File: config.mk
export PLATFORM = sky130hd
export DESIGN_NAME = uart_top
export DESIGN_NICKNAME = d
export VERILOG_FILES = /design/src/uart_pkg.sv /design/src/uart_fifo.sv /design/src/uart_regs.sv /design/src/uart_rx.sv /design/src/uart_top.sv /design/src/uart_tx.sv
export SDC_FILE = /design/constraint.sdc
export NUM_CORES = 1
export LEC_CHECK = 0
export ABC_CLOCK_PERIOD_IN_PS = 5300
export BUFFER_PORTS_ARGS = -buffer_cell sky130_fd_sc_hd__buf_2
export CORE_MARGIN = 10
export CORE_UTILIZATION = 59
export DETAILED_ROUTE_END_ITERATION = 6
export GPL_TIMING_DRIVEN = 0
export PLACE_DENSITY = 0.81
export SLEW_MARGIN = 30
export SYNTH_ARGS = -nofsm -noshare
export SYNTH_HDL_FRONTEND = slang
export SYNTH_SLANG_ARGS = --single-unit
File: constraint.sdc
create_clock -name clk -period 5.3 [get_ports clk]
set_input_delay 1.06 -clock clk [delete_from_list [all_inputs] [get_ports clk]]
set_output_delay 1.06 -clock clk [all_outputs]
set_load 0.02 [all_outputs]
File: src/uart_pkg.sv
// Shared UART definitions: bus structs, register map, status bit indices, receive entry type
package uart_pkg;

    // Widths
    localparam int XLEN        = 32;
    localparam int UART_DATA_W = 8;

    // Divider value out of reset
    localparam logic [7:0] BAUD_RESET = 8'd8;

    // --------------------------------------------------
    // Data bus
    // --------------------------------------------------
    typedef struct packed {
        logic            req;
        logic            w_en;
        logic [XLEN-1:0] addr;
        logic [XLEN-1:0] w_data;
    } dbus_req_t;

    typedef struct packed {
        logic            ack;
        logic [XLEN-1:0] r_data;
    } dbus_rsp_t;

    // Register index from addr[5:2]
    typedef enum logic [3:0] {
        TXRX    = 4'd0,
        STATUS  = 4'd1,
        IE      = 4'd2,
        BAUD    = 4'd3,
        LCTRL   = 4'd4,
        SCRATCH = 4'd5
    } uart_reg_e;

    // Status register bits, 7 to 5 read as zero
    localparam int ST_RX_AVAIL   = 0;
    localparam int ST_TX_FULL    = 1;
    localparam int ST_TX_IDLE    = 2;
    localparam int ST_FRAME_ERR  = 3;
    localparam int ST_RX_OVERRUN = 4;

    // Received character with its framing flag
    typedef struct packed {
        logic [UART_DATA_W-1:0] data;
        logic                   frame_err;
    } rx_entry_t;

endpackage

File: src/uart_fifo.sv
// Synchronous circular-buffer FIFO with a type-parameter payload
module uart_fifo #(
    parameter type payload_t  = logic [7:0],
    parameter int  FIFO_DEPTH = 4
) (
    input  logic     clk,
    input  logic     rst_n,
    input  logic     push_i,
    input  payload_t data_i,
    input  logic     pop_i,
    output payload_t data_o,
    output logic     full_o,
    output logic     empty_o
);

    localparam int PTR_W = $clog2(FIFO_DEPTH);

    payload_t         mem [FIFO_DEPTH];
    logic [PTR_W-1:0] wr_ptr;
    logic [PTR_W-1:0] rd_ptr;
    logic [PTR_W:0]   count;
    logic             do_push;
    logic             do_pop;

    // Push when full and pop when empty are dropped
    assign do_push = push_i && !full_o;
    assign do_pop  = pop_i && !empty_o;

    assign full_o  = (count == (PTR_W + 1)'(FIFO_DEPTH));
    assign empty_o = (count == '0);

    // Head of queue is visible without a pop
    assign data_o = mem[rd_ptr];

    // Storage
    always_ff @(posedge clk) begin
        if (do_push) begin
            mem[wr_ptr] <= data_i;
        end
    end

    // Pointers wrap on their own since depth is a power of two
    always_ff @(posedge clk) begin
        if (!rst_n) begin
            wr_ptr <= '0;
            rd_ptr <= '0;
            count  <= '0;
        end else begin
            if (do_push) begin
                wr_ptr <= wr_ptr + 1'b1;
            end
            if (do_pop) begin
                rd_ptr <= rd_ptr + 1'b1;
            end
            case ({do_push, do_pop})
                2'b10:   count <= count + 1'b1;
                2'b01:   count <= count - 1'b1;
                default: count <= count;
            endcase
        end
    end

endmodule

File: src/uart_regs.sv
// UART register block: bus decode, configuration and status registers, FIFO strobes, interrupt
module uart_regs (
    input  logic                              clk,
    input  logic                              rst_n,
    input  uart_pkg::dbus_req_t               dbus_req_i,
    output uart_pkg::dbus_rsp_t               dbus_rsp_o,
    input  logic                              sel_i,
    output logic                              irq_o,
    // Transmit FIFO side
    output logic                              tx_push_o,
    output logic [uart_pkg::UART_DATA_W-1:0]  tx_data_o,
    input  logic                              tx_full_i,
    input  logic                              tx_empty_i,
    // Receive FIFO side
    output logic                              rx_pop_o,
    input  uart_pkg::rx_entry_t               rx_entry_i,
    input  logic                              rx_empty_i,
    input  logic                              rx_overrun_i,
    // Line side
    input  logic                              tx_busy_i,
    output logic [7:0]                        baud_div_o,
    output logic                              two_stop_o
);

    import uart_pkg::*;

    uart_reg_e              reg_idx;
    logic                   access;
    logic                   rd_access;
    logic                   wr_access;
    logic                   ack_q;
    logic [XLEN-1:0]        r_data_q;
    logic [UART_DATA_W-1:0] ie_q;
    logic [7:0]             baud_q;
    logic [UART_DATA_W-1:0] lctrl_q;
    logic [UART_DATA_W-1:0] scratch_q;
    logic                   frame_err_q;
    logic                   overrun_q;
    logic                   irq_q;
    logic [UART_DATA_W-1:0] status;
    logic [UART_DATA_W-1:0] rd_byte;

    // --------------------------------------------------
    // Bus decode
    // --------------------------------------------------
    // A request during the ack cycle is not a new access
    assign reg_idx   = uart_reg_e'(dbus_req_i.addr[5:2]);
    assign access    = dbus_req_i.req && sel_i && !ack_q;
    assign rd_access = access && !dbus_req_i.w_en;
    assign wr_access = access && dbus_req_i.w_en;

    // FIFO strobes, full FIFO drops the write
    assign tx_push_o = wr_access && (reg_idx == TXRX) && !tx_full_i;
    assign tx_data_o = dbus_req_i.w_data[UART_DATA_W-1:0];
    assign rx_pop_o  = rd_access && (reg_idx == TXRX) && !rx_empty_i;

    always_comb begin
        status                = '0;
        status[ST_RX_AVAIL]   = !rx_empty_i;
        status[ST_TX_FULL]    = tx_full_i;
        status[ST_TX_IDLE]    = tx_empty_i && !tx_busy_i;
        status[ST_FRAME_ERR]  = frame_err_q;
        status[ST_RX_OVERRUN] = overrun_q;
    end

    // Read mux
    always_comb begin
        rd_byte = '0;
        case (reg_idx)
            TXRX: begin
                if (!rx_empty_i) begin
                    rd_byte = rx_entry_i.data;
                end
            end
            STATUS:  rd_byte = status;
            IE:      rd_byte = ie_q;
            BAUD:    rd_byte = baud_q;
            LCTRL:   rd_byte = lctrl_q;
            SCRATCH: rd_byte = scratch_q;
            default: rd_byte = '0;
        endcase
    end

    // --------------------------------------------------
    // Configuration registers
    // --------------------------------------------------
    always_ff @(posedge clk) begin
        if (!rst_n) begin
            ie_q      <= '0;
            baud_q    <= BAUD_RESET;
            lctrl_q   <= '0;
            scratch_q <= '0;
        end else if (wr_access) begin
            case (reg_idx)
                IE:      ie_q      <= dbus_req_i.w_data[UART_DATA_W-1:0];
                BAUD:    baud_q    <= dbus_req_i.w_data[7:0];
                LCTRL:   lctrl_q   <= dbus_req_i.w_data[UART_DATA_W-1:0];
                SCRATCH: scratch_q <= dbus_req_i.w_data[UART_DATA_W-1:0];
                default: ;
            endcase
        end
    end

    // Sticky bits, a new event wins over the clearing read
    always_ff @(posedge clk) begin
        if (!rst_n) begin
            frame_err_q <= 1'b0;
            overrun_q   <= 1'b0;
        end else begin
            if (rd_access && (reg_idx == STATUS)) begin
                frame_err_q <= 1'b0;
                overrun_q   <= 1'b0;
            end
            if (rx_pop_o && rx_entry_i.frame_err) begin
                frame_err_q <= 1'b1;
            end
            if (rx_overrun_i) begin
                overrun_q <= 1'b1;
            end
        end
    end

    // --------------------------------------------------
    // Response and interrupt
    // --------------------------------------------------
    always_ff @(posedge clk) begin
        if (!rst_n) begin
            ack_q <= 1'b0;
            irq_q <= 1'b0;
        end else begin
            ack_q <= access;
            irq_q <= |(status & ie_q);
        end
    end

    always_ff @(posedge clk) begin
        if (rd_access) begin
            r_data_q <= {{(XLEN - UART_DATA_W){1'b0}}, rd_byte};
        end
    end

    assign dbus_rsp_o = '{ack: ack_q, r_data: r_data_q};
    assign irq_o      = irq_q;
    assign baud_div_o = baud_q;
    assign two_stop_o = lctrl_q[0];

endmodule

File: src/uart_rx.sv
// UART receiver FSM: synchronizer, mid-bit sampling, framing check and FIFO push
module uart_rx (
    input  logic                clk,
    input  logic                rst_n,
    input  logic [7:0]          baud_div_i,
    input  logic                rxd_i,
    input  logic                full_i,
    output logic                push_o,
    output uart_pkg::rx_entry_t entry_o,
    output logic                overrun_o
);

    import uart_pkg::*;

    typedef enum logic [1:0] {
        RX_IDLE,
        RX_START,
        RX_DATA,
        RX_STOP
    } rx_state_e;

    rx_state_e              state;
    logic                   rxd_meta;
    logic                   rxd_sync;
    logic                   rxd_prev;
    logic [7:0]             baud_cnt;
    logic [2:0]             bit_cnt;
    logic [UART_DATA_W-1:0] shreg;
    logic                   half_end;
    logic                   bit_end;
    logic                   stop_done;

    assign half_end  = (baud_cnt == (baud_div_i >> 1));
    assign bit_end   = (baud_cnt == baud_div_i);
    assign stop_done = (state == RX_STOP) && bit_end;

    // Entry leaves at the stop-bit sample, low stop bit flags the frame
    assign entry_o   = '{data: shreg, frame_err: !rxd_sync};
    assign push_o    = stop_done && !full_i;
    assign overrun_o = stop_done && full_i;

    // Two-flop synchronizer plus edge history, idle line is high
    always_ff @(posedge clk) begin
        if (!rst_n) begin
            rxd_meta <= 1'b1;
            rxd_sync <= 1'b1;
            rxd_prev <= 1'b1;
        end else begin
            rxd_meta <= rxd_i;
            rxd_sync <= rxd_meta;
            rxd_prev <= rxd_sync;
        end
    end

    always_ff @(posedge clk) begin
        if ((state == RX_DATA) && bit_end) begin
            shreg <= {rxd_sync, shreg[UART_DATA_W-1:1]};
        end
    end

    // --------------------------------------------------
    // Frame FSM
    // --------------------------------------------------
    always_ff @(posedge clk) begin
        if (!rst_n) begin
            state    <= RX_IDLE;
            baud_cnt <= '0;
            bit_cnt  <= '0;
        end else begin
            baud_cnt <= baud_cnt + 8'd1;
            case (state)
                RX_IDLE: begin
                    baud_cnt <= '0;
                    if (rxd_prev && !rxd_sync) begin
                        state <= RX_START;
                    end
                end
                // Half a bit in, a high line was only a glitch
                RX_START: begin
                    if (half_end) begin
                        baud_cnt <= '0;
                        bit_cnt  <= '0;
                        state    <= rxd_sync ? RX_IDLE : RX_DATA;
                    end
                end
                RX_DATA: begin
                    if (bit_end) begin
                        baud_cnt <= '0;
                        bit_cnt  <= bit_cnt + 3'd1;
                        if (bit_cnt == 3'd7) begin
                            state <= RX_STOP;
                        end
                    end
                end
                default: begin
                    if (bit_end) begin
                        baud_cnt <= '0;
                        state    <= RX_IDLE;
                    end
                end
            endcase
        end
    end

endmodule

File: src/uart_top.sv
// UART peripheral top level: register block, transmit and receive FIFOs, transmitter, receiver
module uart_top #(
    parameter int FIFO_DEPTH = 4
) (
    input  logic                clk,
    input  logic                rst_n,
    input  uart_pkg::dbus_req_t dbus_req_i,
    output uart_pkg::dbus_rsp_t dbus_rsp_o,
    input  logic                sel_i,
    input  logic                rxd_i,
    output logic                irq_o,
    output logic                txd_o
);

    import uart_pkg::*;

    // Transmit path
    logic                   tx_push;
    logic [UART_DATA_W-1:0] tx_wr_data;
    logic                   tx_full;
    logic                   tx_empty;
    logic                   tx_pop;
    logic [UART_DATA_W-1:0] tx_head;
    logic                   tx_busy;

    // Receive path
    logic                   rx_push;
    rx_entry_t              rx_wr_entry;
    logic                   rx_full;
    logic                   rx_empty;
    logic                   rx_pop;
    rx_entry_t              rx_head;
    logic                   rx_overrun;

    // Line configuration
    logic [7:0]             baud_div;
    logic                   two_stop;

    uart_regs u_regs (
        .clk          (clk),
        .rst_n        (rst_n),
        .dbus_req_i   (dbus_req_i),
        .dbus_rsp_o   (dbus_rsp_o),
        .sel_i        (sel_i),
        .irq_o        (irq_o),
        .tx_push_o    (tx_push),
        .tx_data_o    (tx_wr_data),
        .tx_full_i    (tx_full),
        .tx_empty_i   (tx_empty),
        .rx_pop_o     (rx_pop),
        .rx_entry_i   (rx_head),
        .rx_empty_i   (rx_empty),
        .rx_overrun_i (rx_overrun),
        .tx_busy_i    (tx_busy),
        .baud_div_o   (baud_div),
        .two_stop_o   (two_stop)
    );

    uart_fifo #(
        .payload_t  (logic [UART_DATA_W-1:0]),
        .FIFO_DEPTH (FIFO_DEPTH)
    ) u_tx_fifo (
        .clk     (clk),
        .rst_n   (rst_n),
        .push_i  (tx_push),
        .data_i  (tx_wr_data),
        .pop_i   (tx_pop),
        .data_o  (tx_head),
        .full_o  (tx_full),
        .empty_o (tx_empty)
    );

    uart_fifo #(
        .payload_t  (rx_entry_t),
        .FIFO_DEPTH (FIFO_DEPTH)
    ) u_rx_fifo (
        .clk     (clk),
        .rst_n   (rst_n),
        .push_i  (rx_push),
        .data_i  (rx_wr_entry),
        .pop_i   (rx_pop),
        .data_o  (rx_head),
        .full_o  (rx_full),
        .empty_o (rx_empty)
    );

    uart_tx u_tx (
        .clk        (clk),
        .rst_n      (rst_n),
        .baud_div_i (baud_div),
        .two_stop_i (two_stop),
        .empty_i    (tx_empty),
        .data_i     (tx_head),
        .pop_o      (tx_pop),
        .busy_o     (tx_busy),
        .txd_o      (txd_o)
    );

    uart_rx u_rx (
        .clk        (clk),
        .rst_n      (rst_n),
        .baud_div_i (baud_div),
        .rxd_i      (rxd_i),
        .full_i     (rx_full),
        .push_o     (rx_push),
        .entry_o    (rx_wr_entry),
        .overrun_o  (rx_overrun)
    );

endmodule

File: src/uart_tx.sv
// UART transmitter FSM: pops a byte and sends start, data and stop bits
module uart_tx (
    input  logic                             clk,
    input  logic                             rst_n,
    input  logic [7:0]                       baud_div_i,
    input  logic                             two_stop_i,
    input  logic                             empty_i,
    input  logic [uart_pkg::UART_DATA_W-1:0] data_i,
    output logic                             pop_o,
    output logic                             busy_o,
    output logic                             txd_o
);

    import uart_pkg::*;

    typedef enum logic [2:0] {
        TX_IDLE,
        TX_START,
        TX_DATA,
        TX_STOP1,
        TX_STOP2
    } tx_state_e;

    tx_state_e              state;
    logic [7:0]             baud_cnt;
    logic [2:0]             bit_cnt;
    logic [UART_DATA_W-1:0] shreg;
    logic                   txd_q;
    logic                   bit_end;

    // One bit lasts baud_div + 1 cycles
    assign bit_end = (baud_cnt == baud_div_i);
    assign pop_o   = (state == TX_IDLE) && !empty_i;
    assign busy_o  = (state != TX_IDLE) || pop_o;
    assign txd_o   = txd_q;

    // Character shifts out LSB first
    always_ff @(posedge clk) begin
        if (pop_o) begin
            shreg <= data_i;
        end else if ((state == TX_DATA) && bit_end) begin
            shreg <= shreg >> 1;
        end
    end

    always_ff @(posedge clk) begin
        if (!rst_n) begin
            state    <= TX_IDLE;
            baud_cnt <= '0;
            bit_cnt  <= '0;
            txd_q    <= 1'b1;
        end else if (state == TX_IDLE) begin
            baud_cnt <= '0;
            if (pop_o) begin
                state <= TX_START;
                txd_q <= 1'b0;
            end
        end else if (!bit_end) begin
            baud_cnt <= baud_cnt + 8'd1;
        end else begin
            baud_cnt <= '0;
            case (state)
                TX_START: begin
                    state   <= TX_DATA;
                    bit_cnt <= '0;
                    txd_q   <= shreg[0];
                end
                TX_DATA: begin
                    bit_cnt <= bit_cnt + 3'd1;
                    if (bit_cnt == 3'd7) begin
                        state <= TX_STOP1;
                        txd_q <= 1'b1;
                    end else begin
                        txd_q <= shreg[1];
                    end
                end
                TX_STOP1: state <= two_stop_i ? TX_STOP2 : TX_IDLE;
                default:  state <= TX_IDLE;
            endcase
        end
    end

endmodule

==> results of run 1 <==
==> worst max-delay path by stage <==
stage                    endpoint  cells past startpoint  slack [ns]           start
2_1_floorplan  u_rx_fifo.count[2]                      9        2.14  dbus_req_i[35]
3_3_place_gp   u_rx_fifo.count[2]                      9        1.88  dbus_req_i[34]
3_5_place_dp   u_rx_fifo.count[2]                      9        1.76  dbus_req_i[34]
4_1_cts        u_rx_fifo.count[2]                      9        2.20  dbus_req_i[34]
5_1_grt        u_rx_fifo.count[2]                      9        1.99  dbus_req_i[34]
6_report       u_rx_fifo.count[2]                      9        2.17  dbus_req_i[34]
==> routing by layer <==
| metal | GRT usage [%] | vias up | share of wire, % |
|---|---|---|---|
| li1 | - | 2437 | - |
| met1 | 22.6 | 2474 | 39 |
| met2 | 33.4 | 195 | 51 |
| met3 | 5.39 | 36 | 7.3 |
| met4 | 8.28 | 0 | 2.1 |
| met5 | 0 | - | 0 |
==> Yosys cell counts, types with 11 or more instances <==
library cell / n / area (sq um)
edfxtp_1: 92 / 2760
buf_4: 28 / 210
nand3_1: 30 / 150
xnor2_1: 21 / 184
mux2i_1: 30 / 300
buf_2: 13 / 65.1
xor2_1: 15 / 131
a21oi_1: 26 / 130
nand2_1: 36 / 135
ha_1: 16 / 200
inv_1: 14 / 52.6
nor2_1: 52 / 195
dfxtp_1: 85 / 1700
clkbuf_1: 11 / 41.3
mux4_2: 17 / 383
==> final cells by class <==
| class | count | area, sq um |
|---|---|---|
| flip-flops and latches | 177 | 4460 |
| fillers | 919 | 4240 |
| multi-input cells | 409 | 3200 |
| clock buffers | 18 | 429 |
| plain buffers | 60 | 382 |
| well taps | 176 | 220 |
| clock inverters | 14 | 169 |
| repair buffers | 26 | 130 |
| inverters | 16 | 60.1 |
==> stage by stage <==
stage          setup WS (ns)  util [%]  cells
2_1_floorplan           2.14         -    662
3_3_place_gp            1.88      63.6    864
3_5_place_dp            1.76      63.6    864
4_1_cts                 2.20      68.1    896
5_1_grt                 1.99      68.1    896
6_report                2.17      68.1    896
==> worst max-delay path: cells and delay by family <==
family | cells | cell delay [ns]
XOR/XNOR | 1 | 0.16
AND/OR/NAND/NOR | 3 | 1.25
buffers and inverters | 2 | 0.24
adder cells (fa/ha/maj) | 2 | 0.61
AO/OA/AOI/OAI | 1 | 0.15
==> power breakdown <==
group | internal [mW] | switching [mW]
Clock | 0.712 | 0.556
Sequential | 1.50 | 0.0258
Combinational | 0.155 | 0.241
Total | 2.37 | 0.822
==> kinds of logic after synthesis <==
family	share of synthesized area (%)
xor+xnor	5.76
mux	10.1
fa+ha+maj	3.00
other cells	0.0468
buf+inv	5.51
simple gates	13.3
compound gates	6.65
flops	55.7
==> state kept, by name (all words and copies together), names as in the netlist, 8 cells and up, named ones only <==
name and cells:
u_regs.r_data_q 8, u_rx.shreg 8, u_regs.lctrl_q 8, u_tx.shreg 8, u_regs.scratch_q 8, u_tx.baud_cnt 8
u_rx_fifo.mem 36, u_regs.baud_div_o 8, u_tx_fifo.mem 32, u_rx.baud_cnt 8, u_regs.ie_q 8
==> flow_summary.json, run 1 <==
{
  "ys_warn_count": 0,
  "drt_wl_total_mm": 17.2,
  "relSlewSlack_pct": 44.1,
  "syn2layout_area_growth_pct": 13.0,
  "slowest_stage": "nor4_4",
  "whs_path_depth": 1,
  "finalNetCount": 795,
  "synth_edf_count": 92,
  "dp_hpwl_mm": 12.2,
  "vias": 5142,
  "grt_max_degree": 19,
  "outcome": "finished clean",
  "ys_seq_area_share_pct": 55.7,
  "finalHoldViolations": 0,
  "placed_area_sq_mm": 0.00846,
  "power.density_mw_per_mm2": 352,
  "dieArea_sq_mm": 0.0187,
  "grt-ovfl-total": 0,
  "critical_path.cell_chain": "clkbuf_1 -> nor4_4 -> and3_1 -> ha_1 -> inv_1 -> fa_1 -> xor2_1 -> or3_1 -> a21oi_1",
  "cts.clk_slew.worst_paths_ns": 0.07,
  "cts_resized": 0,
  "core_sq_mm": 0.0133,
  "path_class": "primary input to register",
  "finalSetupTns_ns": 0,
  "cts_max_path_buffers": 2,
  "wl_per_cell_um": 19.2,
  "hold-path-endpoint": "u_rx.rxd_sync",
  "setup_viol": 0,
  "drt-vias-per-instance": 5.74,
  "cts_hold_buf": 0,
  "finalCriticalPeriod_ns": 3.13,
  "h-tree-depth": 4,
  "rsz0062_at_grt": "false",
  "regToRegEndpoint": "u_tx_fifo.count[2]",
  "worstSkewPairLatency_ns": 0.44,
  "antenna_found_initial": 0,
  "max_freq_ghz": 0.320,
  "firstDrtPassIters": 5,
  "worstPathMaxFanout": 10,
  "crit_arrival_ns": 3.49,
  "grt_pass1_wl_mm": 27.9,
  "leakage_nw": 3.33,
  "slowest_delay_ns": 0.59,
  "dieHeight_um": 137,
  "die_w_um": 137,
  "drive_above_1_share_pct": 21.5,
  "synthArstFlopShare_pct": 0,
  "crit_required_ns": 5.67,
  "endpoint_kind": "register",
  "cts_tree": "done",
  "worstSetupStartpointType": "primary input",
  "netlist_area_sq_mm": 0.00802,
  "reg2reg_depth": 10,
  "mostFrequentLayoutCell": "edfxtp_1",
  "diodes": 0,
  "maxCapViolCount": 0,
  "timing.final.crit_share_pct": 59.0,
  "synthCells": 639,
  "skew_ns": 0.00632,
  "start_util_pct": 60.3,
  "post-cts-setup-buffer-count": 0,
  "io_pins": 105,
  "num_rows": 42,
  "worstMarginPinSlew_ns": 0.833,
  "holdCritStartpoint": "u_rx.rxd_meta",
  "min_path_type": "register to register",
  "avgSynthCellArea_sq_um": 12.5,
  "peakVddDrop_mv": 0.344,
  "r2r_start": "u_tx.state[0]",
  "grt_util_all_layers_pct": 19.6,
  "ys.flop_type": "edfxtp_1",
  "grt_pass1_vias": 5323,
  "fin_area_sq_mm": 0.00906,
  "worst_hold_slack_ns": 0.428,
  "clock_sinks": 177,
  "gp_congestion": 0.887,
  "numCtsBuffers": 17,
  "ys_ff_latch": 177,
  "drt_iter0_markers": 352,
  "maxSlewViolCount": 0,
  "ys_types": 70,
  "power_mw": 3.19,
  "regToRegSetupSlack_ns": 2.57,
  "ant_nets": 0,
  "portBuffers": 26,
  "cts-root-buf": "clkbuf_16",
  "final_cell_mix": "92 x edfxtp_1, 85 x dfxtp_1, 52 x nor2_1",
  "drc": 0
}
No activity file was read; power rests on OpenSTA's default activity.
==> run 2, diff against run 1 <==
- ABC_CLOCK_PERIOD_IN_PS: 5300 -> 2810
- CORE_UTILIZATION: 59 -> 52
- PLACE_DENSITY: 0.81 -> 0.76
- clock period: 5.3 -> 2.81 ns (I/O delays scaled with it)
==> run 2 against run 1 <==
  * Setup slack lost 2.0 ns
  * Wire length increased by 0.58%
  * Core utilization shrank 8.3 points
  * Clock skew is 0.0070 ns higher
  * Via count is 0.45% higher
  * Critical path depth is the same
  * Final cell count grew 1.3%
  * Count of clock-buffer cells in the layout did not move
  * Total power is 86% higher
  * Critical endpoint unchanged
==> flow_summary.json, run 2 (same netlist as run 1, synthesis figures left out) <==
{
  "slowest_delay_ns": 0.61,
  "critical_path.cell_chain": "clkbuf_1 -> nor4_4 -> and3_1 -> ha_1 -> inv_1 -> fa_1 -> xor2_1 -> or3_1 -> a21oi_1",
  "min_path_type": "primary input to register",
  "comb_power_share_pct": 12.8,
  "cp.depth": 9,
  "finalCoreUtilization_pct": 59.8,
  "h-tree-depth": 4,
  "drt_iter0_markers": 420,
  "maxCapViolCount": 0,
  "worstSetupStartpointType": "primary input",
  "regArea_sq_mm": 0.00446,
  "mostFrequentLayoutCell": "edfxtp_1",
  "cp_top_family": "simple AND/OR/NAND/NOR gates",
  "core_sq_mm": 0.0151,
  "drt_wl_total_mm": 17.3,
  "whs_path_depth": 2,
  "cts-root-buf": "clkbuf_16",
  "grt_util_all_layers_pct": 17.3,
  "skew_ns": 0.0133,
  "finalCriticalPeriod_ns": 2.64,
  "die_w_um": 144,
  "grt-ovfl-total": 0,
  "dp_hpwl_mm": 12.1,
  "leakage_nw": 3.31,
  "cts_max_path_buffers": 2,
  "finalHoldViolations": 0,
  "peakVddDrop_mv": 0.504,
  "power.density_mw_per_mm2": 654,
  "timing.final.crit_share_pct": 94.0,
  "firstDrtPassIters": 5,
  "cts_tree": "done",
  "num_rows": 45,
  "switchingPower_mw": 1.49,
  "path_class": "primary input to register",
  "drc": 0,
  "worstMarginPinSlew_ns": 0.742,
  "syn2layout_area_growth_pct": 13.0,
  "grt_max_degree": 17,
  "path_buf_inv": 2,
  "cp-endpoint": "u_rx_fifo.count[2]",
  "drt-vias-per-instance": 5.69,
  "multi_input_area_sq_mm": 0.00321,
  "clock_sinks": 177,
  "cts.clk_slew.worst_paths_ns": 0.06,
  "top_register": "u_rx_fifo.mem",
  "grt_pass1_wl_mm": 27.9,
  "worstSkewPairLatency_ns": 0.43,
  "numCtsBuffers": 17,
  "reg_top3": "u_rx_fifo.mem x36, u_tx_fifo.mem x32",
  "relSlewSlack_pct": 50.2,
  "portBuffers": 26,
  "finalNetCount": 796,
  "dieArea_sq_mm": 0.0208,
  "worstPathMaxFanout": 10,
  "finalSetupTns_ns": 0,
  "p_seq_share_pct": 48.5,
  "grt_pass1_vias": 5242,
  "regToRegSetupSlack_ns": 0.19,
  "endpoint_kind": "register",
  "drive_above_1_share_pct": 21.7,
  "maxSlewViolCount": 0,
  "final_cell_mix": "92 x edfxtp_1, 85 x dfxtp_1, 51 x nor2_1",
  "outcome": "finished clean",
  "crit_arrival_ns": 2.99,
  "rsz0062_at_grt": "false",
  "diodes": 0,
  "fill_cells": 1166,
  "setup_viol": 0,
  "p_int_mw": 4.44,
  "vias": 5165,
  "ant_nets": 0,
  "switching_share_pct": 25.1,
  "critPathLaunch": "dbus_req_i[34]",
  "crit_required_ns": 3.16,
  "gp_congestion": 0.926,
  "wl_per_cell_um": 19.0,
  "regToRegEndpoint": "u_tx_fifo.count[2]",
  "slowest_stage": "nor4_4",
  "dieHeight_um": 144,
  "antenna_found_initial": 0,
  "max_freq_ghz": 0.379,
  "start_util_pct": 52.9,
  "clkPwrFrac_pct": 38.7,
  "largest_register_ffs": 36,
  "worst_hold_slack_ns": 0.315,
  "r2r_start": "u_tx.state[0]",
  "reg2reg_depth": 10,
  "io_pins": 105
}
## run 2: cell type report
cell class / instances / share of cell area [%]
Sequential cell: 177 / 49.3
Timing Repair Buffer: 27 / 1.52
Clock inverter: 13 / 1.53
Multi-Input combinational cell: 409 / 35.4
Buffer: 60 / 4.25
Inverter: 16 / 0.663
Clock buffer: 18 / 4.74
Tap cell: 188 / 2.60
## run 2: repair_timing
item / 4_1_cts / 5_1_grt
endpoints found under the setup margin: 0 / 2
hold buffers: 0 / 0
resized for setup: 0 / 3
setup buffers: 0 / 1
## run 2: routing by layer
layer,up-vias,part of all wire (%),global-route usage [%]
met3,25,6.8,4.33
met5,-,0,0
met1,2537,41,21.1
met4,0,1.6,6.91
met2,176,50,28.9
li1,2427,-,-
## run 2: power by group through the flow
stage	Combinational, mW	Clock (mW)	Sequential (mW)
3_5_place_dp	0.738	0	2.93
2_1_floorplan	0.540	0	2.92
4_1_cts	0.745	2.32	2.87
6_report	0.760	2.29	2.87
3_3_place_gp	0.704	0	2.92
5_1_grt	0.842	2.43	2.88
## run 2: how the worst min path moves through the flow
stage	startpoint	to	slack, ns
2_1_floorplan	u_rx.rxd_meta	u_rx.rxd_sync	0.39
3_3_place_gp	u_rx.rxd_meta	u_rx.rxd_sync	0.39
3_5_place_dp	u_rx.rxd_meta	u_rx.rxd_sync	0.41
4_1_cts	rxd_i	u_rx.rxd_meta	0.31
5_1_grt	rxd_i	u_rx.rxd_meta	0.32
6_report	rxd_i	u_rx.rxd_meta	0.32
## run 2: stage by stage
| step | instance area [sq um] | std cells | setup slack [ns] | total power [mW] |
|---|---|---|---|---|
| 2_1_floorplan | 8100 | 662 | 0.149 | 3.46 |
| 3_3_place_gp | 8470 | 876 | -0.163 | 3.63 |
| 3_5_place_dp | 8470 | 876 | -0.247 | 3.67 |
| 4_1_cts | 9040 | 907 | 0.102 | 5.94 |
| 5_1_grt | 9060 | 908 | 0.0149 | 6.16 |
| 6_report | 9060 | 908 | 0.169 | 5.93 |
==> run 3, diff against run 2 <==
- ABC_AREA: default -> 1
==> run 3 against run 2 <==
  * Synthesized cell count rose by 29%
  * Hold slack better by 0.00057 ns
  * Largest cell class unchanged
  * Register-to-register slack improved by 0.22 ns
  * Maximum frequency increased by 9.9%
  * Die area down 2.1%
  * Count of clock-buffer cells in the layout unchanged
  * Clock skew decreased by 0.0067 ns
  * First-iteration DRC count shrank 4.0%
  * Sequential share of layout area up 1.2 points
==> flow_summary.json, run 3 <==
{
  "outcome": "finished clean",
  "finalNetCount": 980,
  "worstPathMaxFanout": 9,
  "firstDrtPassIters": 5,
  "final_cell_count_no_fill": 1089,
  "min_path_type": "primary input to register",
  "synth_top_family_by_area": "simple AND/OR/NAND/NOR gates",
  "skew_ns": 0.00662,
  "synth.area.top_cells": "edfxtp_1 35%, dfxtp_1 22%, nor2_1 7.7%",
  "path_class": "register to register",
  "ys_warn_count": 0,
  "p_seq_share_pct": 47.7,
  "peakVddDrop_mv": 0.564,
  "mostFrequentLayoutCell": "nor2_1",
  "num_rows": 44,
  "grt_pass1_vias": 5649,
  "worstSetupStartpointType": "register",
  "worstMarginPinSlew_ns": 0.908,
  "grt_pass1_wl_mm": 27.7,
  "rsz0062_at_grt": "false",
  "finalCriticalPeriod_ns": 2.40,
  "yosys.area_share.xor_xnor_pct": 2.69,
  "final_cell_mix": "160 x nor2_1, 93 x nand2_1, 92 x edfxtp_1",
  "switching_share_pct": 28.0,
  "cts.clk_slew.worst_paths_ns": 0.06,
  "switchingPower_mw": 1.75,
  "relSlewSlack_pct": 39.2,
  "netlist_area_sq_mm": 0.00782,
  "portBuffers": 27,
  "leakage_nw": 3.48,
  "post-cts-setup-buffer-count": 0,
  "dieHeight_um": 143,
  "reg_top3": "u_rx_fifo.mem x36, u_tx_fifo.mem x32",
  "synth_compound_area_share_pct": 11.4,
  "finalHoldViolations": 0,
  "vias": 5654,
  "synth.top_cell.area_share_pct": 35.3,
  "dieArea_sq_mm": 0.0203,
  "synthMuxAreaShare_pct": 0,
  "p_int_mw": 4.51,
  "clock_sinks": 177,
  "crit_arrival_ns": 2.46,
  "drt_iter0_markers": 403,
  "top_register": "u_rx_fifo.mem",
  "largest_register_ffs": 36,
  "synthTopCellsByCount": "160 x nor2_1, 93 x nand2_1, 92 x edfxtp_1",
  "crit_required_ns": 2.87,
  "drt_wl_total_mm": 16.8,
  "numCtsBuffers": 17,
  "cts_resized": 0,
  "antenna_found_initial": 0,
  "synth_largest_area_cell": "edfxtp_1",
  "power_mw": 6.26,
  "comb_power_share_pct": 15.8,
  "drc": 0,
  "finalSetupTns_ns": 0,
  "grt_max_degree": 17,
  "core_sq_mm": 0.0146,
  "fill_cells": 1223,
  "yosysMostFrequentCell": "nor2_1",
  "worstSkewPairLatency_ns": 0.43,
  "diodes": 0,
  "power.density_mw_per_mm2": 708,
  "wl_per_cell_um": 15.4,
  "h-tree-depth": 4,
  "ys.flop_type": "edfxtp_1",
  "avgSynthCellArea_sq_um": 9.50,
  "ant_nets": 0,
  "setup_viol": 0,
  "ys_ff_latch": 177,
  "max_freq_ghz": 0.416,
  "drive_above_1_share_pct": 14.5,
  "io_pins": 105,
  "cts-root-buf": "clkbuf_16",
  "place_inst": 1057,
  "maxSlewViolCount": 0,
  "synth_edf_count": 92,
  "gp_congestion": 0.889,
  "timing.final.crit_share_pct": 85.6,
  "ys_seq_area_share_pct": 57.1,
  "start_util_pct": 53.4,
  "maxCapViolCount": 0,
  "syn2layout_area_growth_pct": 13.1,
  "grt_util_all_layers_pct": 17.2,
  "synthArstFlopShare_pct": 0,
  "endpoint_kind": "register",
  "cts_hold_buf": 0,
  "clkPwrFrac_pct": 36.5,
  "cts_max_path_buffers": 2,
  "cts_tree": "done",
  "synth_fa_ha_area_share_pct": 3.07,
  "yosys.area_share.simple_pct": 17.8,
  "drt-vias-per-instance": 5.19,
  "grt-ovfl-total": 0,
  "die_w_um": 143,
  "ys_types": 47,
  "dp_hpwl_mm": 11.7,
  "synthCells": 823
}
run 3: cell count changes in the layout (fill, tap and decap cells not counted), sizes merged, moves of 7 or more:
| cell | delta |
|---|---|
| a21oi | +20 |
| and2 | -7 |
| buf | -11 |
| inv | +62 |
| mux2 | -11 |
| mux2i | -30 |
| mux4 | -17 |
| nand2 | +66 |
| nor2 | +117 |
| o21ai | +69 |
| o32ai | +9 |
| xnor2 | -12 |
| xor2 | -9 |
run 3: per-stage QoR:
| stage | util (%) | instance area (sq um) | setup WS [ns] | hold slack, ns |
|---|---|---|---|---|
| 2_1_floorplan | - | 7910 | 0.570 | 0.393 |
| 3_3_place_gp | 56.5 | 8270 | 0.353 | 0.394 |
| 3_5_place_dp | 56.5 | 8270 | 0.269 | 0.407 |
| 4_1_cts | 60.4 | 8840 | 0.384 | 0.301 |
| 5_1_grt | 60.4 | 8840 | 0.216 | 0.305 |
| 6_report | 60.4 | 8840 | 0.406 | 0.316 |
run 3: metal layers:
layer  wire [um]  global-route usage (%)  vias up
li1            -                       -     2833
met4         372                    7.06        0
met2        8370                    29.3      148
met5           0                       0        -
met3        1010                    5.27       32
met1        7040                    19.8     2641
run 3: path summary, 6_finish.rpt:
path,from,end,depth (start not counted),slack (ns)
max,u_regs.baud_div_o[5],u_rx_fifo.mem[3][1],7,0.41
min,rxd_i,u_rx.rxd_meta,2,0.32
max reg2reg,u_regs.baud_div_o[5],u_rx_fifo.mem[3][1],7,0.41
min reg2reg,u_rx.rxd_meta,u_rx.rxd_sync,1,0.42
run 3: cell type report:
type / instances / area (sq um) / share of cell area, %
clock inverter: 14 / 143 / 1.61
buffer: 46 / 307 / 3.47
timing repair buffer: 27 / 135 / 1.53
clock buffer: 18 / 429 / 4.85
inverter: 82 / 313 / 3.54
tap: 184 / 230 / 2.60
sequential: 177 / 4460 / 50.5
multi-input combinational: 541 / 2820 / 31.9
run 3: critical path, cell delays in order, from the launching register on:
cell and delay [ns]:
dfxtp_1 0.49, xnor2_1 0.15, nand2_1 0.07, nor2_2 0.19, nand2_2 0.11, nor2_4 0.15
nand2_2 0.14, nor2_1 0.72
run 3: power groups by stage:
stage / clock network, mW / registers (mW) / logic [mW]
finish: 2.29 / 2.99 / 0.988
floorplan: 0 / 3.02 / 0.726
global placement: 0 / 3.03 / 0.946
global route: 2.42 / 3.00 / 1.13
detailed placement: 0 / 3.04 / 0.962
CTS: 2.31 / 2.98 / 0.987
run 3: logic make-up (layout without fill, tap and decap cells):
logic type	after synthesis	count (layout)
buf+inv	128	187
fa+ha+maj	18	18
simple gates	317	317
flops	177	177
xor+xnor	24	24
compound gates	158	158
other cells	1	24
